===== config.mk =====
export PLATFORM = sky130hd
export DESIGN_NAME = table_ram
export DESIGN_NICKNAME = d
export VERILOG_FILES = /design/src/table_ram.sv
export SDC_FILE = /design/constraint.sdc
export NUM_CORES = 2
export LEC_CHECK = 0
export BUFFER_PORTS_ARGS = -buffer_cell sky130_fd_sc_hd__buf_2
export CORE_MARGIN = 5
export CORE_UTILIZATION = 56
export DETAILED_ROUTE_END_ITERATION = 12
export PLACE_DENSITY = 0.77
export SYNTH_ARGS = -nofsm -noshare
export SYNTH_HDL_FRONTEND = slang
export SYNTH_SLANG_ARGS = --single-unit

===== constraint.sdc =====
create_clock -name CLK -period 5.25 [get_ports CLK]
set_input_delay 0.525 -clock CLK [delete_from_list [all_inputs] [get_ports CLK]]
set_output_delay 0.525 -clock CLK [all_outputs]
set_load 0.01 [all_outputs]

===== src/table_ram.sv =====
`timescale 1ns/1ns

module table_ram #(
	parameter type word_t = logic [7:0],
	parameter int ADDR_W = 8
) (
	input logic CLK,
	input logic we,
	input logic [ADDR_W-1:0] waddr,
	input word_t wdata,
	input logic [ADDR_W-1:0] raddr,
	output word_t rdata
);

	word_t mem [0:(1 << ADDR_W) - 1];

	always_ff @(posedge CLK) begin
		if (we)
			mem[waddr] <= wdata;
		rdata <= mem[raddr]; // one cycle read latency
	end

endmodule


* After elaboration in Yosys (flattened, before gate mapping)
Memories as Yosys holds them, arrays and structs flattened. A register that Yosys moved wholly into a read port is not among the register bits.
Cells that the tools add are included.
** Storage, ports and cells
- Bits in registers :: 0
- Bits in writable memories :: 2048
- Input bits :: 26
- Output and inout bits :: 8
- Word-level logic and storage cells :: 3
- Memories :: 1
** Memory list
- mem :: words 256, bits a word 8, rd ports 1, clocked after memory_dff 1, write ports 1, line 15 : word_t mem [0:(1 << ADDR_W) - 1];
** Cells by class
- Multiplexer cells :: 2
** Operator list (count)
- $mux W1 :: 2

* Depth between registers and ports, before layout
- Word-level depth :: 2
- Depth in mapped cells :: 11
- Depth with buffers taken out :: 6

* Least setup slack after synthesis
No wires, ideal clock.
- Kind :: input-to-reg
- From :: in raddr[0]
- To :: reg rdata[2] (netlist name) (read register of mem)
- Library setup time :: 131 ps
- Arrival time :: 2332 ps
- Required time :: 5119 ps
- Path slack :: 2787 ps
- Stages on the path :: 9
- Buffers on the path :: 4
- Path through :: buf_6 > buf_12 > buf_8 > buf_2 > mux4_2 > a22oi_1 > a21oi_1 > nor4_1 > nor4_2
** RTL lines
- from (decl) :: line 11 : input logic [ADDR_W-1:0] raddr,
- to (decl) :: line 12 : output word_t rdata

==> impl_metrics.ini <==
[status]
status = finished clean

[yosys]
post_synthesis_sequential_area_ratio_pct = 77.5
synth_ff_type = sky130_fd_sc_hd__edfxtp_1
ys_async_sr_fraction_pct = 0
syn-instance-count = 3733
synth_top_cells_by_area = sky130_fd_sc_hd__edfxtp_1, sky130_fd_sc_hd__mux4_2, sky130_fd_sc_hd__mux2i_1
netlist_top_cells_count = sky130_fd_sc_hd__edfxtp_1, sky130_fd_sc_hd__mux4_2, sky130_fd_sc_hd__nor2_1
synth_enable_flop_cells = 2048
synth_cell_type_count = 55
syn_nets = 3759
yosys.area.top_type = sky130_fd_sc_hd__edfxtp_1
synthSimpleGateAreaFrac_pct = 2.63
syn_avg_cell_area_um2 = 21.3
synthXorXnorAreaFrac_pct = 0
yosys-mux-area-fraction_pct = 14.6
post_synth_fa_ha_maj_area_fraction_pct = 0
synth.ff_latch_count = 2056
synth_compound_gate_area_share_pct = 3.42
synthesis.area_um2 = 79600
largest_family_of_logic_cells_by_synthesized_area = multiplexers
post-synth-top-area-fraction_pct = 77.3
count_leader_synth = sky130_fd_sc_hd__edfxtp_1
synth_warnings = 0

[global_route]
overflow = 0
grt_start_max_net_pins = 145
grt_antenna_before_repair = 14
wire_length_of_the_first_global_routing_pass_um = 279000
global_route.usage.total_pct = 25.5
first_global_vias = 39600

[die]
boundaryPins = 34
die-area_um2 = 150000
core_area_um2 = 141000
initial_core_util_pct = 56.3
dieWidth_um = 387
rows = 138
chipHeight_um = 387

[route]
count_of_unresolved_drc_violations_after_routing = 0
dr.pass1.iters = 6
drtIter0Drc = 6382
vias = 39800
routed_via_density = 6.78
route.antenna.remaining_nets = 0
wl_um = 191000
routedWlPerCell_um = 32.6

[placed_design]
portBuffers = 33
place_congestion = 0.861
place_hpwl_um = 113000
placed_cells = 5523

[power]
vdd_drop_max_mv = 0.344
clock_power_share_pct = 39.7
power_report.internal_total_w = 0.0258
switching_fraction_pct = 21.1
power_dissipated_by_switching_net_loads_w = 0.00690
power.share.combinational_pct = 4.9
p_per_area_nw_per_um2 = 374
total_leakage_power_nw = 26.8
power.share.sequential_pct = 55.4

[timing]
report.final.setup_viol = 0
min_period_over_period_pct = 64.3
report.final.slew_viol_count = 0
slew_margin_rel_pct = 8.85
clock_skew_ps = 24.9
holdWs_ps = 365
number_of_endpoints_with_negative_hold_slack_in_the_final_report = 0
maxClockFrequency_mhz = 296
rsz_0062_raised_after_global_routing = no
final.min_clock_period_ps = 3380
setup_total_negative_slack_ps = 0
worst_pin_slew_ps = 1360

[worst_hold_path]
min-delay-path-class = in2reg
min-delay-start = wdata[6]

[layout]
final_core_density_pct = 61.9
instances_no_fill = 5871
syn_to_final_growth_pct = 9.99
multi_input_combinational_cell_area_um2 = 16500
register_area_um2 = 61700
final_layout_size_suffix_gt1_share_pct = 21.5
design.final.nets = 3850
count_of_fill_cells_added_during_filler_insertion = 9070

[clock_network]
cts_hold_bufs = 0
cts.sink_count = 2056
post_cts_buffers = 0
cts.repair.resized = 0
cts_buffers = 189
clk_root_buffer_cell = sky130_fd_sc_hd__clkbuf_16
clk-insertion-delay-late_ps = 810
clock_tree_from_tritoncts = built
clock_tree.htree_level_count = 4
clk_path_buf_depth = 3
cts.reportedPaths.clkPinSlew_ps = 60

[setup_path]
timing.setup.critical_path_class = in2reg
required_worst_endpoint_ps = 5880
reg_to_reg_startpoint = mem[171][7]
crit_path_max_fanout = 80
crit_path_start = raddr[1]
worst_ep_arrival_time_ps = 4000
start_kind = primary input
worstSetupEndpointType = flip-flop

[flow_run]
maxCapViolations = 0
## stage by stage
stage,power [W],instance area [µm²],setup WS (ps)
global placement,0.0200,81700,1100
global route,0.0336,87500,1790
finish,0.0327,87500,1870
floorplan,0.0193,79600,2790
detailed placement,0.0200,81700,1020
CTS,0.0328,87500,1870
## metal layers
layer | vias up | share of wire (%) | routed length (µm) | track usage [%]
li1 | 15900 | - | - | -
met1 | 20600 | 36 | 69400 | 35.8
met2 | 2842 | 48 | 91200 | 39.9
met3 | 454 | 12 | 23200 | 6.26
met4 | 10 | 3.8 | 7330 | 9.03
met5 | - | 0.035 | 67 | 0
## worst max-delay path: stages
cell	delay, ps
sky130_fd_sc_hd__buf_8	600
sky130_fd_sc_hd__buf_4	460
sky130_fd_sc_hd__mux4_2	390
sky130_fd_sc_hd__o21ai_0	670
sky130_fd_sc_hd__a2111oi_2	180
sky130_fd_sc_hd__nor3_1	1000
sky130_fd_sc_hd__nor4_1	140
## sequential cells by signal, indices dropped and copies added, names as in the netlist
name,count
mem,2048
rdata,8
## area by class of cell
class	count	share of cell area [%]
Tap cell	1890	2.70
Inverter	2	0.00858
Clock buffer	254	5.92
Clock inverter	90	0.688
Sequential cell	2056	70.5
Timing Repair Buffer	133	1.35
Antenna cell	4	0.0114
Multi-Input combinational cell	1442	18.9
## power by group through the flow
| stage | Sequential, W | Clock, W | Combinational (W) |
|---|---|---|---|
| 6_report | 0.0181 | 0.0130 | 0.00159 |
| 2_1_floorplan | 0.0185 | 0 | 0.000879 |
| 3_5_place_dp | 0.0185 | 0 | 0.00156 |
| 5_1_grt | 0.0181 | 0.0138 | 0.00166 |
| 3_3_place_gp | 0.0185 | 0 | 0.00153 |
| 4_1_cts | 0.0181 | 0.0131 | 0.00157 |
## final timing paths
| kind | end | slack, ps | cells after the start |
|---|---|---|---|
| worst max register to register | rdata[7] | 2200 | 5 |
| worst max-delay path | rdata[7] | 1870 | 7 |
| worst min-delay path | mem[142][6] | 370 | 1 |
| worst min register to register | rdata[5] | 880 | 6 |
## layout by cell type (no fill, tap or decap), types with 6 or more instances in the layout
cell type,synthesis,routed
sky130_fd_sc_hd__a221oi_1,13,13
sky130_fd_sc_hd__clkinv_2,0,29
sky130_fd_sc_hd__mux2i_1,134,134
sky130_fd_sc_hd__o21ai_0,10,10
sky130_fd_sc_hd__o221ai_1,46,46
sky130_fd_sc_hd__and2_1,6,6
sky130_fd_sc_hd__buf_12,8,14
sky130_fd_sc_hd__a21oi_1,96,96
sky130_fd_sc_hd__nor2_1,282,279
sky130_fd_sc_hd__mux4_2,454,454
sky130_fd_sc_hd__nand3_1,34,34
sky130_fd_sc_hd__a211oi_1,16,16
sky130_fd_sc_hd__nand2b_1,8,8
sky130_fd_sc_hd__nand4_1,10,10
sky130_fd_sc_hd__clkinv_1,1,46
sky130_fd_sc_hd__a22oi_1,133,133
sky130_fd_sc_hd__a22o_1,8,8
sky130_fd_sc_hd__o211ai_1,10,10
sky130_fd_sc_hd__nor2b_1,31,28
sky130_fd_sc_hd__nand2_1,33,33
sky130_fd_sc_hd__nor3_1,22,21
sky130_fd_sc_hd__edfxtp_1,2048,2048
sky130_fd_sc_hd__clkbuf_1,111,50
sky130_fd_sc_hd__o22ai_1,28,28
sky130_fd_sc_hd__bufinv_16,0,6
sky130_fd_sc_hd__clkbuf_16,0,194
sky130_fd_sc_hd__clkbuf_8,0,18
sky130_fd_sc_hd__buf_4,27,87
sky130_fd_sc_hd__nor4_1,24,23
sky130_fd_sc_hd__buf_2,31,22
sky130_fd_sc_hd__dfxtp_1,8,8
## cells by family (layout without fill, tap and decap cells)
kind of cell,count (synthesis),in the layout
muxes,591,591
DFF,2056,2056
and+or+nand+nor,466,466
buffers and inverters,235,479
AOI/OAI and AO/OA,385,385
other,0,4
Power figures use the tool's default switching activity.
