<file path="src/mania_macros.svh">
`ifndef MANIA_MACROS_SVH
`define MANIA_MACROS_SVH

// clocks per audio tick
`define AUDIO_PERIOD 16

// audio ticks before the first song request
`define PLAY_DELAY 4

`define CHART_COUNT 4

// aux info per preload region
`define AUX_BEATMAP 8'h00
`define AUX_TIMING 8'h03

// first timing entry after the header
`define TIMING_BASE 2

// clocks per header read
`define SCAN_PAT 4

`endif

</file>
<file path="src/mania_pkg.sv">
`include "mania_macros.svh"

package mania_pkg;

	// boot and play states, BCD style
	typedef enum logic [15:0] {
		init           = 16'h0000,
		load_beatmap   = 16'h0001,
		w_load_beatmap = 16'h0002,
		load_timing    = 16'h0003,
		w_load_timing  = 16'h0004,
		scan_beatmap   = 16'h0005,
		w_scan_beatmap = 16'h0006,
		scan_timing    = 16'h0007,
		w_scan_timing  = 16'h0008,
		playing        = 16'h0100
	} core_state_t;

	typedef logic [23:0] beatmap_word_t;
	typedef logic [31:0] timing_word_t;
	typedef logic [12:0] beatmap_addr_t;
	typedef logic [11:0] timing_addr_t;
	typedef beatmap_addr_t [`CHART_COUNT-1:0] chart_table_t; // indexed by chart
	typedef logic [19:0] song_len_t;
	typedef logic [7:0] pre_byte_t;
	typedef logic [7:0] song_sample_t;

	typedef enum logic [1:0] {sel_none, sel_beatmap, sel_timing} preload_sel_t;

endpackage

</file>
<file path="src/game_sequencer.sv">
`timescale 1ns/1ns

module game_sequencer import mania_pkg::*; (
	input logic CLK,
	input logic RESET_L,
	input logic beatmap_done,
	input logic timing_done,
	input logic scan_beatmap_done,
	input logic scan_timing_done,
	output core_state_t state,
	output preload_sel_t sel,
	output logic beatmap_on,
	output logic timing_on,
	output logic scan_beatmap_on,
	output logic scan_timing_on,
	output logic play
);

	core_state_t n_state;

	always_ff @(posedge CLK) begin
		if (!RESET_L)
			state <= init;
		else
			state <= n_state;
	end

	always_comb begin
		case (state)
			init:           n_state = load_beatmap;
			load_beatmap:   n_state = w_load_beatmap;
			w_load_beatmap: n_state = beatmap_done ? load_timing : w_load_beatmap;
			load_timing:    n_state = w_load_timing;
			w_load_timing:  n_state = timing_done ? scan_beatmap : w_load_timing;
			scan_beatmap:   n_state = w_scan_beatmap;
			w_scan_beatmap: n_state = scan_beatmap_done ? scan_timing : w_scan_beatmap;
			scan_timing:    n_state = w_scan_timing;
			w_scan_timing:  n_state = scan_timing_done ? playing : w_scan_timing;
			playing:        n_state = playing;
			default:        n_state = init;
		endcase
	end

	// start states last one clock, so these are pulses
	assign beatmap_on = (state == load_beatmap);
	assign timing_on = (state == load_timing);
	assign scan_beatmap_on = (state == scan_beatmap);
	assign scan_timing_on = (state == scan_timing);
	assign play = (state == playing);

	// channel owner during each load
	assign sel = (state == load_beatmap || state == w_load_beatmap) ? sel_beatmap :
		(state == load_timing || state == w_load_timing) ? sel_timing : sel_none;

endmodule

</file>
<file path="config.mk">
export PLATFORM = sky130hd
export DESIGN_NAME = game_sequencer
export DESIGN_NICKNAME = d
export VERILOG_FILES = /design/src/mania_pkg.sv /design/src/game_sequencer.sv
export VERILOG_INCLUDE_DIRS = /design/src /design/src/src
export SDC_FILE = /design/constraint.sdc
export NUM_CORES = 1
export LEC_CHECK = 0
export ABC_AREA = 1
export BUFFER_PORTS_ARGS = -buffer_cell sky130_fd_sc_hd__buf_4
export CAP_MARGIN = 20
export CELL_PAD_IN_SITES_DETAIL_PLACEMENT = 1
export CELL_PAD_IN_SITES_GLOBAL_PLACEMENT = 1
export CORE_UTILIZATION = 21
export DETAILED_ROUTE_END_ITERATION = 8
export PLACE_DENSITY = 0.82
export SYNTH_ARGS = -nofsm -noshare
export SYNTH_HDL_FRONTEND = slang
export SYNTH_SLANG_ARGS = --single-unit
</file>
<file path="constraint.sdc">
create_clock -name CLK -period 0.82 [get_ports CLK]
set_input_delay 0.082 -clock CLK [delete_from_list [all_inputs] [get_ports CLK]]
set_output_delay 0.082 -clock CLK [all_outputs]
set_load 0.02 [all_outputs]
</file>
# Yosys cells after proc, flatten, opt, wreduce, memory -nomap -nowiden
# Cells that the tools add are included.
dict set report classes {
  addsub 0
  n_mul 0
  div 0
  order_cmp 0
  eq_ne 9
  shifts 0
  muxes 7
  bitwise 0
  reduce_logical 3
}
# operator n
set ops {}
lappend ops {{$pmux 9 s10} 1}
lappend ops {{$eq 16x3->1 const B} 4}
lappend ops {{$eq 16x2->1 const B} 2}
lappend ops {{$eq 16x1->1 const B} 1}
lappend ops {{$eq 16x4->1 const B} 1}
lappend ops {{$eq 16x9->1 const B} 1}
lappend ops {{$logic_not 16->1} 1}
lappend ops {{$mux 9} 1}
lappend ops {{$mux 2} 2}
lappend ops {{$mux 1} 3}
lappend ops {{$logic_or 1x1->1} 2}
dict set report totals {
  ff_bits 16
  latch_bits 0
  ramBits 0
  romBits 0
  in_bits 6
  output_inout_bits 23
  wordCells 20
  memories 0
}

# Logic depth before layout (Yosys ltp)
dict set report logic_depth {
  word_depth 4
  ltp_mapped 7
  ltp_nobuf 7
}

# Worst setup path before layout
# No wires, ideal clock.
dict set report synth_path {
  path_type {register -> register}
  from {reg state[8]}
  to {reg state[1]}
  setup_ns 0.116
  t_arrival_ns 1.089
  t_required_ns 0.704
  path_slack_ns -0.385
  stages_incl_launch_ff 6
  n_path_buf 0
  period_less_slack_ns 1.205
  cell_sequence {dfxtp_1 inv_1 nand4_1 nand2_1 nor2_1 nor2_1}
}
dict set report synth_between {
  elab_chain_len 2
  word_cells_on_any_way 11
  classes_between {eq/ne: 9; mux: 1; reduce/logical: 1}
}
# item line_no
set synth_lines {}
lappend synth_lines {{from (decl)} game_sequencer.sv:10} ;# output core_state_t state,
lappend synth_lines {{from (signal assigned)} game_sequencer.sv:23} ;# state <= init;
lappend synth_lines {{from (signal assigned)} game_sequencer.sv:25} ;# state <= n_state;
lappend synth_lines {{$eq 16x9->1, or another cell as far along} game_sequencer.sv:29} ;# case (state)
lappend synth_lines {{$pmux 9 s10 (*)} game_sequencer.sv:29}
# Mark *: on every way between the ends. The rest lies on a longest branch, timed or not.
# A chain may end at the register's enable or synchronous reset.

# Final worst setup path
dict set report layout_path {
  from {reg state[0]}
  to {out play}
}
dict set report layout_between {
  elab_chain_len 1
}
# item line_no
set layout_lines {}
lappend layout_lines {{$eq 16x9->1} game_sequencer.sv:49} ;# assign play = (state == playing);
lappend layout_lines {{to (decl)} game_sequencer.sv:16} ;# output logic play
# Every way passes these cells.

==> metrics.md <==
| Metric | Value |
|---|---|
| Minimum clock period | 1.223 ns |
| Final Max Tran Viols | 0 |
| Max Fanout on Critical Path | 5 |
| Initial core utilization | 22.80% |
| Status | finished with violations |
| # rows | 15 |
| Fin. Hold Viols | 0 |
| Worst path depth | 5 |
| DR vias/cell | 4.240 |
| YS warnings | 0 |
| Most numerous cell in the Yosys netlist | buf_4 |
| Area grow syn2layout | 109.1% |
| Register with the most flip-flops | state |
| RSZ-0062 raised after global routing | true |
| DRC | 0 |
| Fin cells | 125 |
| Total GRT Usage | 15.74% |
| Cell variety after synth | 13 |
| Post-DP HPWL | 960.5 um |
| Full die area | 2073 um^2 |
| Final RePlAce weighted congestion | 0.7349 |
| Instance count of the mapped netlist | 63 |
| Worst setup EP type | output port |
| Max clock buf depth | 2 |
| Slowest stage delay, CP | 0.37 ns |
| Max FFs per register | 5 |
| Largest net degree at the start of global routing | 8 |
| Switching part of the total | 40.38% |
| Clock slew at reported path FFs | 0.04 ns |
| Pwr dens | 2080 nW/um^2 |
| First-pass GRT wire length | 2304 um |
| Post-synth EDFFs | 0 |
| CP cell instances | nor2_4, and2_4, nand2_4, inv_2, buf_6 |
| Post-synth top area share | 25.16% |
| Reg2reg path depth | 7 |
| Final worst slack | -0.4030 ns |
| Slowest CP cell | dfxtp_4 |
| Top post-synthesis cells by count | buf_4, inv_1, nor2_1 |
| # port buffers | 17 |
| Ant diodes | 0 |
| Fin Setup TNS | -4.951 ns |
| Synth area leaders | dfxtp_1, buf_4, nand4_1, inv_1, nor2_1 |
| Required time worst endpoint | 0.74 ns |
| Critical Path AT | 1.14 ns |
| Switching power total | 0.0006986 W |
| Biggest regs | state (5) |
| Via count of the first global-routing pass | 514 |
| Avg WL per Cell | 12.67 um |
| Ys async rst share | 0% |
| Peak Freq | 817.6 MHz |
| Crit path buf inv count | 2 |
| Max_cap viols | 0 |
| Clk_lat worst skew | 0.24 ns |
| CTS sink count | 5 |
| Worst setup SP type | register |
| ANT nets after route | 0 |
| Setup-failing EPs final | 17 |
| Clock tree root driver cell | clkbuf_4 |
| Failing checks | negative setup slack |
| Final period util | 149.1% |
| Syn avg cell area | 6.316 um^2 |
| Prevailing post-synth register cell | dfxtp_1 |
| P_leak | 0.4342 nW |
| Crit Path Class | reg2out |
| TritonCTS buffer count | 3 |
| Pre-CTS setup slack | -0.1852 ns |
| Vias | 530 |
| Die Y | 45.53 um |
| Mapped cell area | 397.9 um^2 |
| Largest delay share family, worst path | simple AND/OR/NAND/NOR gates |
| Placed Cells | 109 |
| Hold crit path type | in2reg |
| P_int | 0.001032 W |
| Detailed Route WL | 1584 um |
| DR iter-0 viols | 6 |
| TritonCTS clock tree | built |
| VDD IR max | 1.165 mV |
| H-tree depth | 1 |
| Share of layout cells above drive strength 1 | 65.00% |
| Chip width | 45.53 um |
| Sequential Power Share | 21.0% |
| Synth Register Bits | 5 |
| Total grt overflow | 0 |
| WHS Path Cells | 3 |
| R2R setup slack | -0.39 ns |
| Initial antenna violation count | 0 |
| Nets | 107 |
| Initial DRT Pass Iterations | 4 |
| Sequential share of the synthesized area | 25.16% |
| # IOs | 29 |
| Combinational Power Share | 62.3% |
| Clock power frac | 16.7% |
| Placeable Area | 1745 um^2 |
| Hold buffer count at cts | 0 |
| Layout Skew | 0.0003004 ns |
| FILL cells | 227 |
| Synth area leader | dfxtp_1 |
-- per-layer routing --
metal | GRT usage (%) | vias to the layer above | share of wire [%]
met4 | 10.91 | 0 | 2.8
met3 | 1.587 | 4 | 4.7
met5 | 0 | - | 0
met1 | 18.66 | 256 | 41
li1 | - | 248 | -
met2 | 26.29 | 22 | 52
-- worst min-delay path, delay by kind of cell --
family / cells / cell delay [ns]
buf+inv: 2 / 0.15
simple gates: 1 / 0.10
-- area by class of cell --
class	instances	area [um^2]	area share [%]
inverters	12	47.55	5.714
flip-flops and latches	5	118.9	14.29
repair buffers	34	334.1	40.15
well taps	25	31.28	3.759
clock buffers	4	26.28	3.158
multi-input cells	45	274.0	32.93
-- layout by cell type (no fill, tap or decap), types with 3 or more instances in the layout --
| master | n |
|---|---|
| nor2_1 | 5 |
| buf_4 | 13 |
| buf_6 | 21 |
| inv_2 | 6 |
| dfxtp_4 | 5 |
| clkbuf_4 | 3 |
| inv_1 | 5 |
| nand4_1 | 7 |
| conb_1 | 11 |
| nor2_4 | 6 |
| nand2_2 | 5 |
-- worst paths after layout --
path	from	to
hold / removal	RESET_L	state[1]
hold reg to reg	state[8]	state[0]
setup / recovery	state[0]	play
setup reg to reg	state[0]	state[2]
-- timing repair --
item / in CTS / in global routing
gates resized for setup: 30 / 8
pin swaps: 13 / 9
buffers inserted: 11 / 4
endpoints found under the setup margin: 17 / 17
hold endpoints to repair: 0 / 0
-- power groups by stage --
stage	clock [W]	sequential [W]	combinational, W
after global placement	0	0.000341	0.000625
after detailed placement	0	0.000346	0.000639
after CTS	0.000301	0.000361	0.000939
after floorplan	0	0.000382	0.000372
after global routing	0.000324	0.000368	0.00114
final	0.000289	0.000363	0.00108
-- through the flow --
stage	utilization [%]	power (W)	hold WS, ns	instance area (um^2)
floorplan	-	0.0007539	0.2430	469.2
global placement	33.41	0.0009660	0.3699	583.1
detailed placement	33.41	0.0009848	0.3763	583.1
CTS	44.95	0.001600	0.1147	784.5
global route	47.67	0.001828	0.1485	832.0
finish	47.67	0.001730	0.1413	832.0
-- logic make-up after synthesis --
group | Yosys count | share of synthesized area [%]
compound gates | 3 | 4.403
buf+inv | 23 | 32.08
flops | 5 | 25.16
other cells | 1 | 0.9425
simple gates | 31 | 37.42
Power figures use the tool's default switching activity.
