==> src/mania_macros.svh <==
`ifndef MANIA_MACROS_SVH
`define MANIA_MACROS_SVH

// clocks per audio tick
`define AUDIO_PERIOD 16

// audio ticks before the first song request
`define PLAY_DELAY 4

`define CHART_COUNT 4

// aux info per preload region
`define AUX_BEATMAP 8'h00
`define AUX_TIMING 8'h03

// first timing entry after the header
`define TIMING_BASE 2

// clocks per header read
`define SCAN_PAT 4

`endif

==> src/mania_pkg.sv <==
`include "mania_macros.svh"

package mania_pkg;

	// boot and play states, BCD style
	typedef enum logic [15:0] {
		init           = 16'h0000,
		load_beatmap   = 16'h0001,
		w_load_beatmap = 16'h0002,
		load_timing    = 16'h0003,
		w_load_timing  = 16'h0004,
		scan_beatmap   = 16'h0005,
		w_scan_beatmap = 16'h0006,
		scan_timing    = 16'h0007,
		w_scan_timing  = 16'h0008,
		playing        = 16'h0100
	} core_state_t;

	typedef logic [23:0] beatmap_word_t;
	typedef logic [31:0] timing_word_t;
	typedef logic [12:0] beatmap_addr_t;
	typedef logic [11:0] timing_addr_t;
	typedef beatmap_addr_t [`CHART_COUNT-1:0] chart_table_t; // indexed by chart
	typedef logic [19:0] song_len_t;
	typedef logic [7:0] pre_byte_t;
	typedef logic [7:0] song_sample_t;

	typedef enum logic [1:0] {sel_none, sel_beatmap, sel_timing} preload_sel_t;

endpackage

==> src/table_loader.sv <==
`timescale 1ns/1ns

module table_loader import mania_pkg::*; #(
	parameter type word_t = logic [23:0],
	parameter int ADDR_W = 13,
	parameter logic [7:0] AUX = 8'h00
) (
	input logic CLK,
	input logic RESET_L,
	input logic start,
	input logic [7:0] song_selection,
	input logic data_ready,
	input pre_byte_t data_in,
	input logic transmit_finished,
	output logic [7:0] init_index,
	output logic [7:0] init_aux_info,
	output logic request_data,
	output logic restart,
	output logic we,
	output logic [ADDR_W-1:0] waddr,
	output word_t wdata,
	output logic done
);

	localparam int BYTES = $bits(word_t) / 8;
	localparam int CNT_W = (BYTES > 1) ? $clog2(BYTES) : 1;
	localparam logic [CNT_W-1:0] LAST_BYTE = CNT_W'(BYTES - 1);

	typedef enum logic [1:0] {ph_idle, ph_restart, ph_settle, ph_run} phase_t;

	phase_t phase;
	logic pending; // request out, byte not back yet
	logic [CNT_W-1:0] byte_cnt;
	word_t acc;
	logic take;

	assign init_index = song_selection;
	assign init_aux_info = AUX;
	assign wdata = acc;
	assign take = (phase == ph_run) && pending && data_ready;

	// lsb first
	always_ff @(posedge CLK) begin
		if (take)
			acc[byte_cnt*8 +: 8] <= data_in;
	end

	always_ff @(posedge CLK) begin
		if (!RESET_L) begin
			phase <= ph_idle;
			pending <= 1'b0;
			byte_cnt <= '0;
			request_data <= 1'b0;
			restart <= 1'b0;
			we <= 1'b0;
			waddr <= '0;
			done <= 1'b0;
		end else begin
			request_data <= 1'b0;
			restart <= 1'b0;
			we <= 1'b0;
			done <= 1'b0;
			if (we)
				waddr <= waddr + 1'b1;
			case (phase)
				ph_idle: begin
					if (start) begin
						restart <= 1'b1;
						pending <= 1'b0;
						byte_cnt <= '0;
						waddr <= '0;
						phase <= ph_restart;
					end
				end
				ph_restart: phase <= ph_settle;
				// finished of the old region is still visible here
				ph_settle: phase <= ph_run;
				ph_run: begin
					if (take) begin
						pending <= 1'b0;
						if (byte_cnt == LAST_BYTE) begin
							byte_cnt <= '0;
							we <= 1'b1; // word complete
						end else begin
							byte_cnt <= byte_cnt + 1'b1;
						end
					end else if (!pending) begin
						if (transmit_finished) begin
							done <= 1'b1;
							phase <= ph_idle;
						end else begin
							request_data <= 1'b1;
							pending <= 1'b1;
						end
					end
				end
				default: phase <= ph_idle;
			endcase
		end
	end

endmodule

==> config.mk <==
export PLATFORM = sky130hd
export DESIGN_NAME = table_loader
export DESIGN_NICKNAME = d
export VERILOG_FILES = /design/src/mania_pkg.sv /design/src/table_loader.sv
export VERILOG_INCLUDE_DIRS = /design/src /design/src/src
export SDC_FILE = /design/constraint.sdc
export NUM_CORES = 1
export LEC_CHECK = 0
export ABC_AREA = 1
export BUFFER_PORTS_ARGS = -buffer_cell sky130_fd_sc_hd__buf_4
export CAP_MARGIN = 20
export CORE_ASPECT_RATIO = 0.5
export CORE_MARGIN = 10
export CORE_UTILIZATION = 53
export DETAILED_ROUTE_END_ITERATION = 6
export MAX_ROUTING_LAYER = met4
export PLACE_DENSITY = 0.85
export SYNTH_ARGS = -nofsm -noshare
export SYNTH_HDL_FRONTEND = slang
export SYNTH_SLANG_ARGS = --single-unit
==> constraint.sdc <==
create_clock -name CLK -period 5 [get_ports CLK]
set_input_delay 0.25 -clock CLK [delete_from_list [all_inputs] [get_ports CLK]]
set_output_delay 0.25 -clock CLK [all_outputs]
set_load 0.01 [all_outputs]
Yosys cells after proc, flatten, opt, wreduce, memory -nomap -nowiden. Index checks and enable logic that the tools add are counted.

Reductions and logical operators: 10. Divide/modulo/power cells: 0. Muxes and demuxes: 21. Equality and inequality tests: 9. $lt $le $gt $ge: 0. Multipliers: 0. Bitwise logic cells: 2. Add/subtract/negate cells: 3. Shift operators: 2.

Operators with widths (number): 13-bit two-way mux (3); 5-bit negation with 34-bit output (1); 8-bit by 34-bit variable shift with 24-bit output, first input constant (1); 8-bit by 34-bit variable part select with 24-bit output (1); 24-bit bitwise mux (1); 2-bit two-way mux (7); 13-bit by 1-bit adder with 13-bit output, second input constant (1); 2-bit != test, second input constant (5); 2-bit case mux with 4 select lines (1); 1-bit two-way mux (7); 2-bit == test, second input constant (3); 3-bit AND reduction (2); 2-bit case mux with 2 select lines (1); 2-bit AND reduction (2); 4-bit AND reduction (1); 4-bit OR reduction (1); 2-bit by 1-bit adder with 2-bit output, second input constant (1); 2-bit by 1-bit == test with 1-bit output, second input constant (1); 1-bit logical AND (2); 2-bit zero test (1); 1-bit inverter (2); 1-bit case mux with 2 select lines (1); 2-bit nonzero test (1).

Output and inout port bits: 57. ROM bits: 0. Register bits after elaboration: 46. Memories: 0. Bits in latches: 0. Input bits: 21. RAM bits: 0.

Logic depth before layout (Yosys ltp).
Depth in word-level cells: 5. Depth in mapped cells: 7. Depth with buffers taken out: 7.

Worst setup path after synthesis. Ideal clock, no wire load.

Path type: reg-to-reg. From: register phase[1]. To: register acc (netlist bit wdata[16]), enable pin. Cell stages (with the launch flop): 4. Slack: 3.264 ns. Data required time: 4.615 ns. Arrival time: 1.350 ns. Buffers on the path: 0. Path through: dfxtp_1 > ha_1 > inv_2 > nor3b_1.

Word-level cells in the longest chain between the ends: 3.

Ends and longest elaborated chain: start: declaration (line table_loader.sv:31) `phase_t phase;`; start signal: assignment (line table_loader.sv:50) `phase <= ph_idle;`; start signal: assignment (line table_loader.sv:72) `phase <= ph_restart;`; start signal: assignment (line table_loader.sv:75) `ph_restart: phase <= ph_settle;`; 2-bit == test (line table_loader.sv:40) `assign take = (phase == ph_run) && pending && data_ready;`; 1-bit logical AND (2 in a row) (line table_loader.sv:40); end signal: indexed assignment (line table_loader.sv:45) `acc[byte_cnt*8 +: 8] <= data_in;`; end: declaration (line table_loader.sv:34) `word_t acc;`.

Every way passes these cells. A chain may end at the register's enable or synchronous reset.

Final worst setup path.
From: register byte_cnt[0]. To: register acc (netlist bit wdata[4]), data pin.

Word-level cells in the longest chain between the ends: 3. Elaborated cells on any way between the ends: 4. Those cells by class: 1 x add/sub; 2 x shift; 1 x mux.

Ends and longest elaborated chain: start: declaration (line table_loader.sv:33) `logic [CNT_W-1:0] byte_cnt;`; start signal: assignment (line table_loader.sv:85) `byte_cnt <= byte_cnt + 1'b1;`; 5-bit negation with 34-bit output * (line table_loader.sv:45); 8-bit by 34-bit variable part select with 24-bit output or 8-bit by 34-bit variable shift with 24-bit output (tied branches) (line table_loader.sv:45); 24-bit bitwise mux * (line table_loader.sv:45).

Mark *: on every way between the ends. The rest lies on a longest branch, timed or not.

==> impl_summary.md <==
Yosys
The netlist area before placement is 2170 um2. The number of synthesized register bits is 46. The warning count from the yosys run is 0. Sequential cells were found to cover 53.5% of the synthesized design area.

After synthesis, the netlist uses 25 different library cells. The average footprint of a synthesized cell is 9.27 um2. The instance count of the mapped netlist is 234.

Floorplanning
The die covers 7200 um2. Measured along the y axis, the die boundary spans 65.2 um. The die is 110 um wide. The initial standard-cell utilization of the core is 55.3%. The total area inside the core boundary comes to 3920 um2. The number of placement rows is 16. The count of boundary I/O pins is 78.

STA
The hold violation total from the final report was 0. The setup TNS after final layout is 0 ps. The share of the cycle needed by the critical path after routing is 35.4%.

Based on the critical path, the design can be clocked at up to 565 MHz. The worst-case clock skew is 4.45 ps. Setup repair after global routing left no endpoint under its margin. The max-slew headroom at the worst pin is 51.7%. The number of setup violations in the final report is 0. The smallest clock period supported by the final layout is computed as 1770 ps. At the pin with the least slew margin, the transition time is 722 ps. The total count of max-transition violations in the final report is 0. The final hold slack is 129 ps.

Global routing
The wire length of the first global-routing pass is 7.53 mm. The total congestion overflow is 0. The initial antenna violation count is 0. For this run, the total global-route usage over all layers was measured as 13.1%. The pin count of the biggest net entering global routing is 18. The number of global-route vias before repair is 1589.

Route
For this run, the detailed router's first-pass iteration total came to 4. The remaining antenna violation count after routing is 0. The DRC violations left is 0. Summed over all layers, the routed wires come to 4.59 mm.

The detailed-route vias per instance is 4.99. The average routed wire per standard cell is 13.5 um. The number of DRC violations after detailed-routing iteration 0 is 107. The routed layout has 1692 vias.

Finish
Of the cells placed in the final design, the portion with a size suffix greater than 1 is 27.0%. The count of nets after finishing is 315. After routing the design area is 2620 um2. The count of fill cells added during filler insertion is 324.

The library cells used most frequently in the layout, excluding fill and tap cells, are buf_4, nand2_1, nor2_1. The growth of design area from synthesis to finish is 20.7%. Excluding fillers, the count of instances in the completed layout stands at 339. The library cell used most frequently in the layout, excluding fill and tap cells, is buf_4.

The antenna cell count is 0.

Clock network
The deepest level of the CTS H-tree is 2. After clock tree synthesis, the flow added hold-fix buffers numbering 0. The clock slew seen by the registers of the worst setup and hold paths is 80 ps. The largest buffer count on any clock path is 2. The number of setup buffers added after CTS is 0.

The clock tree from TritonCTS is built. The number of buffers added by the clock tree synthesis step is 5. Once the clock tree was built, the resizer swapped 0 gates to a different size.

The clock network latency to the later pin of the worst-skew pair is 300 ps. The number of sinks driven by the clock tree is 46. The clock root buffer is clkbuf_8.

Power and ir drop
The worst voltage drop across the vdd grid is 0.137 mV. The net switching power of the design is 215 uW. Cell internal power was estimated by the tool at 552 uW. The power density over the cells is 293 nW/um2. The fraction of power spent switching nets is 28.0%. The proportion of power drawn by flip-flops and latches is 54.5%. Of the total power, the clock network draws 28.4%. The combinational fraction of design power is 17.1%. Summed over all cells, the static leakage comes to 0.00107 uW.

Worst setup path
The data arrival time of the worst path is 1920 ps. The beginning of the worst register-to-register path is byte_cnt[0]$_SDFFE_PN0P_. Of all nets on the critical path, the largest fanout is 17.

STA classifies the critical path startpoint as a flip-flop. The number of cells on the worst reg-to-reg path is 5. The category of the worst setup path capture point is a flip-flop. The startpoint-to-endpoint class of the critical path is flip-flop to flip-flop. The worst register-to-register path has a setup slack of 3230 ps. STA puts the critical path data required time at 5150 ps. The endpoint identified for the worst register-to-register timing path is wdata[4]$_DFFE_PP_.

Placed design
The cell count after placement is 330. In this run the cell area measured after placement is 2520 um2. In this run the tool buffered the top-level ports with 53 buffer cells. Once detailed placement completed, the half-perimeter wirelength came to 3.65 mm. At the end of routability-driven placement, the weighted congestion stood at 0.781.

Hold path
The worst hold path depth is 2. The path with the worst hold slack has its endpoint at request_data$_SDFF_PP0_. The critical hold path startpoint is transmit_finished. The tightest min-delay check is of the primary input to flip-flop type.

Flow run
The reported max-cap violation count is 0.

Run status
The flow ran to the end, and the final reports show no timing, DRC or antenna violations.
flip-flops by register name, summed over array words and instances, names as in the netlist:
signal        flops
wdata            24
waddr            13
byte_cnt          2
phase             2
done              1
pending           1
request_data      1
restart           1
we                1
cell type report:
class / count / area, um2 / area share (%)
flip-flops and latches: 46 / 1160 / 44.4
multi-input cells: 145 / 778 / 29.7
repair buffers: 54 / 405 / 15.5
inverters: 32 / 120 / 4.59
clock buffers: 5 / 68.8 / 2.63
well taps: 54 / 67.6 / 2.58
clock inverters: 3 / 16.3 / 0.621
routing by layer:
| layer | part of all wire (%) | GRT usage [%] | vias to the layer above | wire, um |
|---|---|---|---|---|
| met5 | 0 | - | - | 0 |
| met1 | 45 | 15.5 | 772 | 2070 |
| li1 | - | - | 835 | - |
| met4 | 0.87 | 5.16 | 0 | 40 |
| met2 | 48 | 21.4 | 76 | 2220 |
| met3 | 5.6 | 3.26 | 9 | 256 |
critical path, cell delays in order (launching register included):
cell and delay [ps]:
dfxtp_1 410, inv_1 180, ha_1 340, inv_2 210, nand3_1 290, nor2_1 180
power groups by stage:
| stage | Combinational, uW | Clock (uW) | Sequential [uW] |
|---|---|---|---|
| CTS | 131 | 223 | 418 |
| floorplan | 107 | 0 | 426 |
| global placement | 126 | 0 | 425 |
| global route | 151 | 240 | 419 |
| detailed placement | 130 | 0 | 426 |
| finish | 131 | 218 | 417 |
synth_stat cells:
cell type / number / area (um2)
a21oi_4: 1 / 16.3
inv_1: 26 / 97.6
xnor2_1: 3 / 26.3
nand4_1: 2 / 12.5
o21ai_2: 1 / 8.76
nor3_1: 15 / 75.1
nor3b_1: 1 / 7.51
nor2_1: 35 / 131
nor2_2: 2 / 12.5
nor3_2: 1 / 10.0
conb_1: 1 / 3.75
nand3_2: 4 / 40.0
edfxtp_1: 24 / 721
nand2_1: 36 / 135
a21oi_1: 6 / 30.0
o21ai_1: 7 / 35.0
nor4_1: 4 / 25.0
nor2_4: 2 / 22.5
buf_6: 1 / 11.3
ha_1: 10 / 125
nand3_1: 7 / 35.0
buf_4: 16 / 120
dfxtp_1: 22 / 440
clkbuf_1: 1 / 3.75
inv_2: 6 / 22.5
worst max path at each step:
stage | start | to | depth (start not counted)
floorplan | phase[1]$_SDFFE_PN0P_ | wdata[16]$_DFFE_PP_ | 3
global placement | phase[1]$_SDFFE_PN0P_ | wdata[20]$_DFFE_PP_ | 3
detailed placement | byte_cnt[0]$_SDFFE_PN0P_ | wdata[20]$_DFFE_PP_ | 3
CTS | byte_cnt[0]$_SDFFE_PN0P_ | wdata[20]$_DFFE_PP_ | 3
global route | byte_cnt[0]$_SDFFE_PN0P_ | byte_cnt[0]$_SDFFE_PN0P_ | 6
finish | byte_cnt[0]$_SDFFE_PN0P_ | wdata[4]$_DFFE_PP_ | 5
per-stage QoR:
stage / power (uW) / setup slack [ps] / util [%]
finish: 766 / 3230 / 66.7
global route: 810 / 3090 / 66.7
CTS: 772 / 3040 / 66.5
detailed placement: 557 / 3050 / 64.3
global placement: 550 / 3150 / 64.3
floorplan: 533 / 3260 / -
kinds of logic after synthesis:
group	count (synthesis)	share of synthesized area, %
AO/OA/AOI/OAI	15	4.15
XOR/XNOR	3	1.21
adder cells (fa/ha/maj)	10	5.77
buffers and inverters	50	11.8
flip-flops	46	53.5
other	1	0.173
AND/OR/NAND/NOR	109	23.4
No activity file was read; power rests on OpenSTA's default activity.
