<file path="src/mania_macros.svh">
`ifndef MANIA_MACROS_SVH
`define MANIA_MACROS_SVH

// clocks per audio tick
`define AUDIO_PERIOD 16

// audio ticks before the first song request
`define PLAY_DELAY 4

`define CHART_COUNT 4

// aux info per preload region
`define AUX_BEATMAP 8'h00
`define AUX_TIMING 8'h03

// first timing entry after the header
`define TIMING_BASE 2

// clocks per header read
`define SCAN_PAT 4

`endif

</file>
<file path="src/mania_pkg.sv">
`include "mania_macros.svh"

package mania_pkg;

	// boot and play states, BCD style
	typedef enum logic [15:0] {
		init           = 16'h0000,
		load_beatmap   = 16'h0001,
		w_load_beatmap = 16'h0002,
		load_timing    = 16'h0003,
		w_load_timing  = 16'h0004,
		scan_beatmap   = 16'h0005,
		w_scan_beatmap = 16'h0006,
		scan_timing    = 16'h0007,
		w_scan_timing  = 16'h0008,
		playing        = 16'h0100
	} core_state_t;

	typedef logic [23:0] beatmap_word_t;
	typedef logic [31:0] timing_word_t;
	typedef logic [12:0] beatmap_addr_t;
	typedef logic [11:0] timing_addr_t;
	typedef beatmap_addr_t [`CHART_COUNT-1:0] chart_table_t; // indexed by chart
	typedef logic [19:0] song_len_t;
	typedef logic [7:0] pre_byte_t;
	typedef logic [7:0] song_sample_t;

	typedef enum logic [1:0] {sel_none, sel_beatmap, sel_timing} preload_sel_t;

endpackage

</file>
<file path="src/header_scanner.sv">
`timescale 1ns/1ns
`include "mania_macros.svh"

module header_scanner import mania_pkg::*; (
	input logic CLK,
	input logic RESET_L,
	input logic scan_beatmap_on,
	input logic scan_timing_on,
	input beatmap_word_t beatmap_rdata,
	input timing_word_t timing_rdata,
	output beatmap_addr_t beatmap_raddr,
	output timing_addr_t timing_raddr,
	output chart_table_t chart_base,
	output chart_table_t chart_size,
	output timing_addr_t timing_size,
	output song_len_t song_length,
	output logic scan_beatmap_done,
	output logic scan_timing_done
);

	localparam int PAT_W = $clog2(`SCAN_PAT);
	localparam logic [PAT_W-1:0] PAT_LAST = PAT_W'(`SCAN_PAT - 1);
	localparam logic [1:0] CHART_LAST = 2'(`CHART_COUNT - 1);
	localparam logic [1:0] TIMING_LAST = 2'(`TIMING_BASE - 1);

	logic bm_run;
	logic tm_run;
	logic [PAT_W-1:0] pat;
	logic [1:0] idx; // chart number, or timing header entry
	beatmap_addr_t next_addr;

	// size word of chart k sits right behind chart k-1
	assign next_addr = (idx == 2'd0) ? '0 :
		beatmap_addr_t'(chart_base[idx - 2'd1] + chart_size[idx - 2'd1]);

	always_ff @(posedge CLK) begin
		if (!RESET_L) begin
			bm_run <= 1'b0;
			tm_run <= 1'b0;
			pat <= '0;
			idx <= '0;
			beatmap_raddr <= '0;
			timing_raddr <= '0;
			chart_base <= '0;
			chart_size <= '0;
			timing_size <= '0;
			song_length <= '0;
			scan_beatmap_done <= 1'b0;
			scan_timing_done <= 1'b0;
		end else begin
			scan_beatmap_done <= 1'b0;
			scan_timing_done <= 1'b0;
			if (scan_beatmap_on) begin
				bm_run <= 1'b1;
				pat <= '0;
				idx <= '0;
			end else if (scan_timing_on) begin
				tm_run <= 1'b1;
				pat <= '0;
				idx <= '0;
			end else if (bm_run || tm_run) begin
				pat <= (pat == PAT_LAST) ? '0 : pat + 1'b1;
				if (pat == '0) begin
					if (bm_run)
						beatmap_raddr <= next_addr;
					else
						timing_raddr <= timing_addr_t'(idx);
				end else if (pat == PAT_LAST) begin
					if (bm_run) begin
						chart_size[idx] <= beatmap_rdata[$bits(beatmap_addr_t)-1:0];
						chart_base[idx] <= beatmap_raddr + 1'b1; // data follows its size word
						if (idx == CHART_LAST) begin
							bm_run <= 1'b0;
							scan_beatmap_done <= 1'b1;
						end
					end else begin
						if (idx == 2'd0)
							timing_size <= timing_rdata[$bits(timing_addr_t)-1:0];
						else
							song_length <= timing_rdata[$bits(song_len_t)-1:0];
						if (idx == TIMING_LAST) begin
							tm_run <= 1'b0;
							scan_timing_done <= 1'b1;
						end
					end
					idx <= idx + 1'b1;
				end
			end
		end
	end

endmodule

</file>
<file path="config.mk">
export PLATFORM = sky130hd
export DESIGN_NAME = header_scanner
export DESIGN_NICKNAME = d
export VERILOG_FILES = /design/src/mania_pkg.sv /design/src/header_scanner.sv
export VERILOG_INCLUDE_DIRS = /design/src /design/src/src
export SDC_FILE = /design/constraint.sdc
export NUM_CORES = 1
export LEC_CHECK = 0
export BUFFER_PORTS_ARGS = -buffer_cell sky130_fd_sc_hd__clkbuf_2
export CAP_MARGIN = 10
export CORE_UTILIZATION = 55
export CTS_CLUSTER_DIAMETER = 120
export CTS_CLUSTER_SIZE = 12
export DETAILED_ROUTE_END_ITERATION = 12
export PLACE_DENSITY = 0.86
export SLEW_MARGIN = 20
export SYNTH_ARGS = -nofsm -noshare
export SYNTH_HDL_FRONTEND = slang
export SYNTH_SLANG_ARGS = --single-unit
</file>
<file path="constraint.sdc">
create_clock -name CLK -period 10.2 [get_ports CLK]
set_clock_uncertainty 0.2 [all_clocks]
set_input_delay 2.04 -clock CLK [delete_from_list [all_inputs] [get_ports CLK]]
set_output_delay 2.04 -clock CLK [all_outputs]
set_load 0.01 [all_outputs]
</file>
== After elaboration in Yosys (flattened, before gate mapping) ==
Index checks and enable logic that the tools add are counted.

* Register bits: 159
* Output and inout port bits: 163
* Input port bits: 60

* Mux-type cells: 25
* Reductions and logical operators: 20
* $add $sub $neg: 5
* Bitwise operators: 8
* Order comparisons: 3
* Eq/ne operators: 7

{| class="wikitable"
|+ Operators with widths
! operator !! number
|-
| 52-bit bitwise mux || 2
|-
| 13-bit binary-select mux with 2-bit select || 2
|-
| 13-bit two-way mux || 4
|-
| 13-bit demux with 2-bit select || 1
|-
| 1-bit two-way mux || 15
|-
| 7-bit AND reduction || 2
|-
| 7-bit OR reduction || 2
|-
| 13-bit by 1-bit adder with 13-bit output, second input constant || 1
|-
| 13-bit adder || 1
|-
| 6-bit AND reduction || 2
|-
| 5-bit AND reduction || 2
|-
| 2-bit nonzero test || 5
|-
| 2-bit inequality test, second input constant || 4
|-
| 1-bit NOT || 8
|-
| 2-bit by 3-bit < comparator with 1-bit output, second input constant || 2
|-
| 2-bit by 1-bit adder with 2-bit output, second input constant || 2
|-
| 2-bit == test, second input constant || 2
|-
| 2-bit zero test || 2
|-
| 4-bit AND reduction || 1
|-
| 3-bit AND reduction || 1
|-
| 3-bit OR reduction || 1
|-
| 2-bit by 1-bit == test with 1-bit output, second input constant || 1
|-
| 2-bit by 1-bit >= comparator with 1-bit output, second input constant || 1
|-
| 2-bit two-way mux || 1
|-
| other kinds (3) || 3
|}

== Depth between registers and ports, before layout ==
* Depth after elaboration: 8
* Mapped depth: 14

== Worst setup path after synthesis ==
OpenSTA, ideal clock, no wires.

* Kind: register -> register
* From: reg idx[0]
* To: reg beatmap_raddr[12]
* Arrival time: 3.718 ns
* Period minus slack after synthesis: 3.991 ns
* Cell stages (with the launch flop): 14
* Library setup time: 0.073 ns
* Data required time: 9.927 ns
* Slack: 6.209 ns
* Cells stage by stage: dfxtp_1 -> buf_2 -> buf_2 -> inv_1 -> ha_1 -> clkbuf_1 -> clkbuf_1 -> mux4_2 -> ha_1 -> and3_1 -> a211oi_1 -> nand2_1 -> a2111o_1 -> o211ai_2

* Cells in the longest elaborated chain, start to end: 5
* Elaborated cells on any way between the ends: 8
* Classes of those cells: 2 x add/sub; 5 x mux; 1 x reduce/logical

{| class="wikitable"
|+ RTL lines
! item !! RTL line !! text
|-
| from (decl) || header_scanner.sv:29 || <nowiki>logic [1:0] idx;</nowiki>
|-
| from (signal assigned) || header_scanner.sv:86 || <nowiki>idx <= idx + 1'b1;</nowiki>
|-
| 2-bit by 1-bit subtractor with 2-bit output || header_scanner.sv:34 || <nowiki>beatmap_addr_t'(chart_base[idx - 2'd1] + chart_size[idx - 2'd1]);</nowiki>
|-
| 13-bit binary-select mux with 2-bit select || header_scanner.sv:34 ||
|-
| 13-bit two-way mux (implied by the code) || header_scanner.sv:34 ||
|-
| 13-bit adder || header_scanner.sv:34 ||
|-
| 13-bit two-way mux (*) || header_scanner.sv:33 || <nowiki>assign next_addr = (idx == 2'd0) ? '0 :</nowiki>
|-
| to (signal assigned) || header_scanner.sv:65 || <nowiki>beatmap_raddr <= next_addr;</nowiki>
|-
| to (decl) || header_scanner.sv:11 || <nowiki>output beatmap_addr_t beatmap_raddr,</nowiki>
|}

Every way passes the cells marked *; elsewhere a longest branch is shown, timed or not. The select of a mux whose other input is x is not followed.
A chain may end at the register's enable or synchronous reset.

== Worst setup path after layout ==
* From: in scan_beatmap_on
* To: reg chart_base[5] (netlist bit)

* Cells in the longest elaborated chain, start to end: 2

{| class="wikitable"
|+ RTL lines
! item !! RTL line !! text
|-
| from (decl) || header_scanner.sv:7 || <nowiki>input logic scan_beatmap_on,</nowiki>
|-
| 1-bit NOT (no line) || n/a ||
|-
| 6-bit AND reduction (no line) || n/a ||
|-
| to (signal, indexed assignment) || header_scanner.sv:71 || <nowiki>chart_base[idx] <= beatmap_raddr + 1'b1;</nowiki>
|-
| to (decl) || header_scanner.sv:13 || <nowiki>output chart_table_t chart_base,</nowiki>
|}

No other way between the ends.

==> results.py <==
metrics = {
    "timing": {
        "slew_headroom_pct": 37.4,
        "tns_ps": 0,
        "fmax_mhz": 250,
        "period_needed_ps": 3990,
        "max_slew.worst_pin.slew_ps": 936,
        "rsz0062_at_grt": "false",
        "slew_violations": 0,
        "hold_ws_ps": 252,
        "period_share_pct": 39.2,
        "setup_viol_count_final": 0,
        "hold_violations": 0,
    },
    "clocking": {
        "clk-insertion-delay-late_ps": 420,
        "cts-hold-fix-buffers": 0,
        "htreeDepth": 4,
        "postCtsSetupRepairBufs": 0,
        "cts_made_buffers": 17,
        "cts.clk_slew.worst_paths_ps": 60,
        "root_buffer": "clkbuf_16",
        "cts_sinks": 159,
        "clock_path_buffers": 2,
        "ctsResizeCount": 0,
        "cts_tree": "done",
    },
    "layout": {
        "final_cell_mix": "189 x clkbuf_2, 158 x dfxtp_1, 151 x nand2_1, 98 x a21oi_1, 79 x nor2_1",
        "layout_commonest_cell": "clkbuf_2",
        "fin_cells": 1145,
        "area.growth.synth_to_final_pct": 21.3,
        "final_util_pct": 68.4,
        "num-fill-cells": 992,
        "drive_gt1_share_pct": 26.5,
        "design_area_sq_um": 8630,
        "num_antenna_cells": 0,
        "fin_nets": 1041,
    },
    "grt": {
        "antenna_found_initial": 0,
        "grt_max_degree": 71,
        "grt_pass1_vias": 6113,
        "grt.overflow.total": 0,
        "grt_pass1_wl_um": 30300,
        "track_usage_pct": 29.8,
    },
    "routing": {
        "routedWlPerCell_um": 17.2,
        "firstDrtPassIters": 6,
        "vias_per_cell": 5.74,
        "drtIter0Drc": 493,
        "ant_nets": 0,
        "wirelength_um": 19700,
        "vias": 6575,
        "drcViolationCount": 0,
    },
    "synthesis": {
        "syn_area_sq_um": 7120,
        "ys_async_sr_fraction_pct": 0,
        "synth_edf_count": 0,
        "synth_ff_type": "dfxtp_1",
        "synthCells": 801,
        "synth_seq_cells": 159,
        "synth_top_area_cell": "dfxtp_1",
        "yosysTopAreaCellShare_pct": 44.7,
        "synthTopCellsByArea": "dfxtp_1 45%, nand2_1 8.0%, mux4_2 7.9%",
        "synth_seq_area_share_pct": 44.7,
        "postSynthAreaPerCell_sq_um": 8.88,
        "ys_types": 48,
        "ys_warn_count": 0,
    },
    "critical_path": {
        "r2r_cells": 10,
        "rr_startpoint": "idx[1]$_SDFFE_PP0P_",
        "worst-setup-path-type": "input pin to flip-flop",
        "reg2reg_slack_ps": 6480,
        "worstSetupEndpointType": "flip-flop",
        "startpoint_type": "input pin",
        "crit_arrival_ps": 4100,
        "path_max_fanout": 28,
        "required_ps": 10310,
        "r2r_end": "beatmap_raddr[12]$_SDFFE_PN0P_",
    },
    "worst_hold_path": {
        "min_to": "timing_size[0]$_SDFFE_PN0P_",
        "min_from": "timing_size[0]$_SDFFE_PN0P_",
        "min_path_type": "flip-flop to flip-flop",
        "min_path_cells": 2,
    },
    "floorplan": {
        "boundaryPins": 223,
        "fp.coreArea_sq_um": 12600,
        "fp.dieW_um": 116,
        "dieHeight_um": 116,
        "start_util_pct": 56.4,
        "die_area_sq_um": 13400,
        "rows": 41,
    },
    "placement": {
        "dp.cells": 1114,
        "routabilityCongestion": 0.874,
        "numPortBuffers": 189,
        "placed_area_sq_um": 8050,
        "hpwl_um": 13500,
    },
    "power_and_ir_drop": {
        "p_per_area_nw_per_um2": 148,
        "ir_drop_mv": 0.122,
        "p_leak_uw": 0.00340,
    },
    "job": {
        "cap_viol_max_count": 0,
    },
    "status": {
        "outcome": "complete, no violations",
    },
}
## worst max-delay path: stages
cell and delay (ps):
clkbuf_2 120, nor2_1 370, and3_1 280, and2_1 520
buf_4 430, nor2_1 80, a211oi_1 250
## flip-flops by register name (all words and copies together) (netlist names)
signal             flops
chart_base            52
timing_raddr           2
bm_run                 1
timing_size           12
idx                    2
scan_beatmap_done      1
pat                    2
song_length           20
chart_size            52
tm_run                 1
scan_timing_done       1
beatmap_raddr         13
## area by class of cell
type	instances	area, sq um	share of cell area (%)
inverter	11	43.8	0.508
clock inverter	10	110	1.28
timing repair buffer	197	1010	11.7
sequential	159	3180	36.9
clock buffer	21	470	5.45
tap	172	215	2.49
multi-input combinational	575	3600	41.7
## metrics by stage
step / setup WS (ps) / total power (uW)
floorplan: 6210 / 654
global placement: 5910 / 664
detailed placement: 5860 / 663
CTS: 6300 / 1280
global route: 6080 / 1310
finish: 6210 / 1280
## cell usage after synthesis, types with 2 or more instances
cell / count
a211oi_1: 35
a21o_1: 2
a21oi_1: 98
and2_1: 10
and3_1: 8
buf_2: 17
buf_4: 17
clkbuf_1: 31
dfxtp_1: 159
ha_1: 19
inv_1: 10
mux2i_1: 22
mux4_2: 25
nand2_1: 151
nand3_1: 19
nand4_1: 7
nor2_1: 79
nor2b_1: 7
nor3_1: 10
o211a_1: 2
o211ai_1: 2
o21a_1: 4
o21ai_0: 18
o21ai_1: 7
o31ai_1: 3
xnor2_1: 14
xor2_1: 4
## how the worst max path moves through the flow
| stage | from | end | cells after the start | slack (ps) |
|---|---|---|---|---|
| floorplan | idx[0]$_SDFFE_PP0P_ | beatmap_raddr[12]$_SDFFE_PN0P_ | 13 | 6210 |
| global placement | scan_beatmap_on | song_length[14]$_SDFFE_PN0P_ | 7 | 5910 |
| detailed placement | scan_beatmap_on | song_length[13]$_SDFFE_PN0P_ | 7 | 5860 |
| CTS | scan_beatmap_on | song_length[13]$_SDFFE_PN0P_ | 7 | 6300 |
| global route | scan_beatmap_on | song_length[13]$_SDFFE_PN0P_ | 7 | 6080 |
| finish | scan_beatmap_on | chart_base[5]$_SDFFE_PN0P_ | 7 | 6210 |
## layer usage
layer | vias to the layer above | GRT usage, % | share of wire, % | routed length, um
met2 | 330 | 48.7 | 46 | 9090
met3 | 45 | 10.6 | 11 | 2150
met4 | 0 | 14.9 | 2.7 | 535
li1 | 3089 | - | - | -
met1 | 3111 | 34.7 | 40 | 7890
met5 | - | 0 | 0 | 0
## logic make-up (layout without fill, tap and decap cells)
| group | count (synthesis) | count (layout) | share of synthesized area (%) |
|---|---|---|---|
| other | 1 | 10 | 0.0527 |
| AOI/OAI and AO/OA | 179 | 179 | 14.8 |
| buffers and inverters | 76 | 239 | 5.20 |
| xor gates and xnor gates | 18 | 18 | 2.22 |
| adders and majority gates | 20 | 20 | 3.62 |
| and+or+nand+nor | 301 | 301 | 18.4 |
| DFF | 159 | 159 | 44.7 |
| muxes | 47 | 47 | 11.0 |
## power breakdown
part           internal [uW]  switching [uW]
Combinational           8.05            19.6
Sequential               622            1.25
Clock                    378             247
Power figures use the tool's default switching activity.
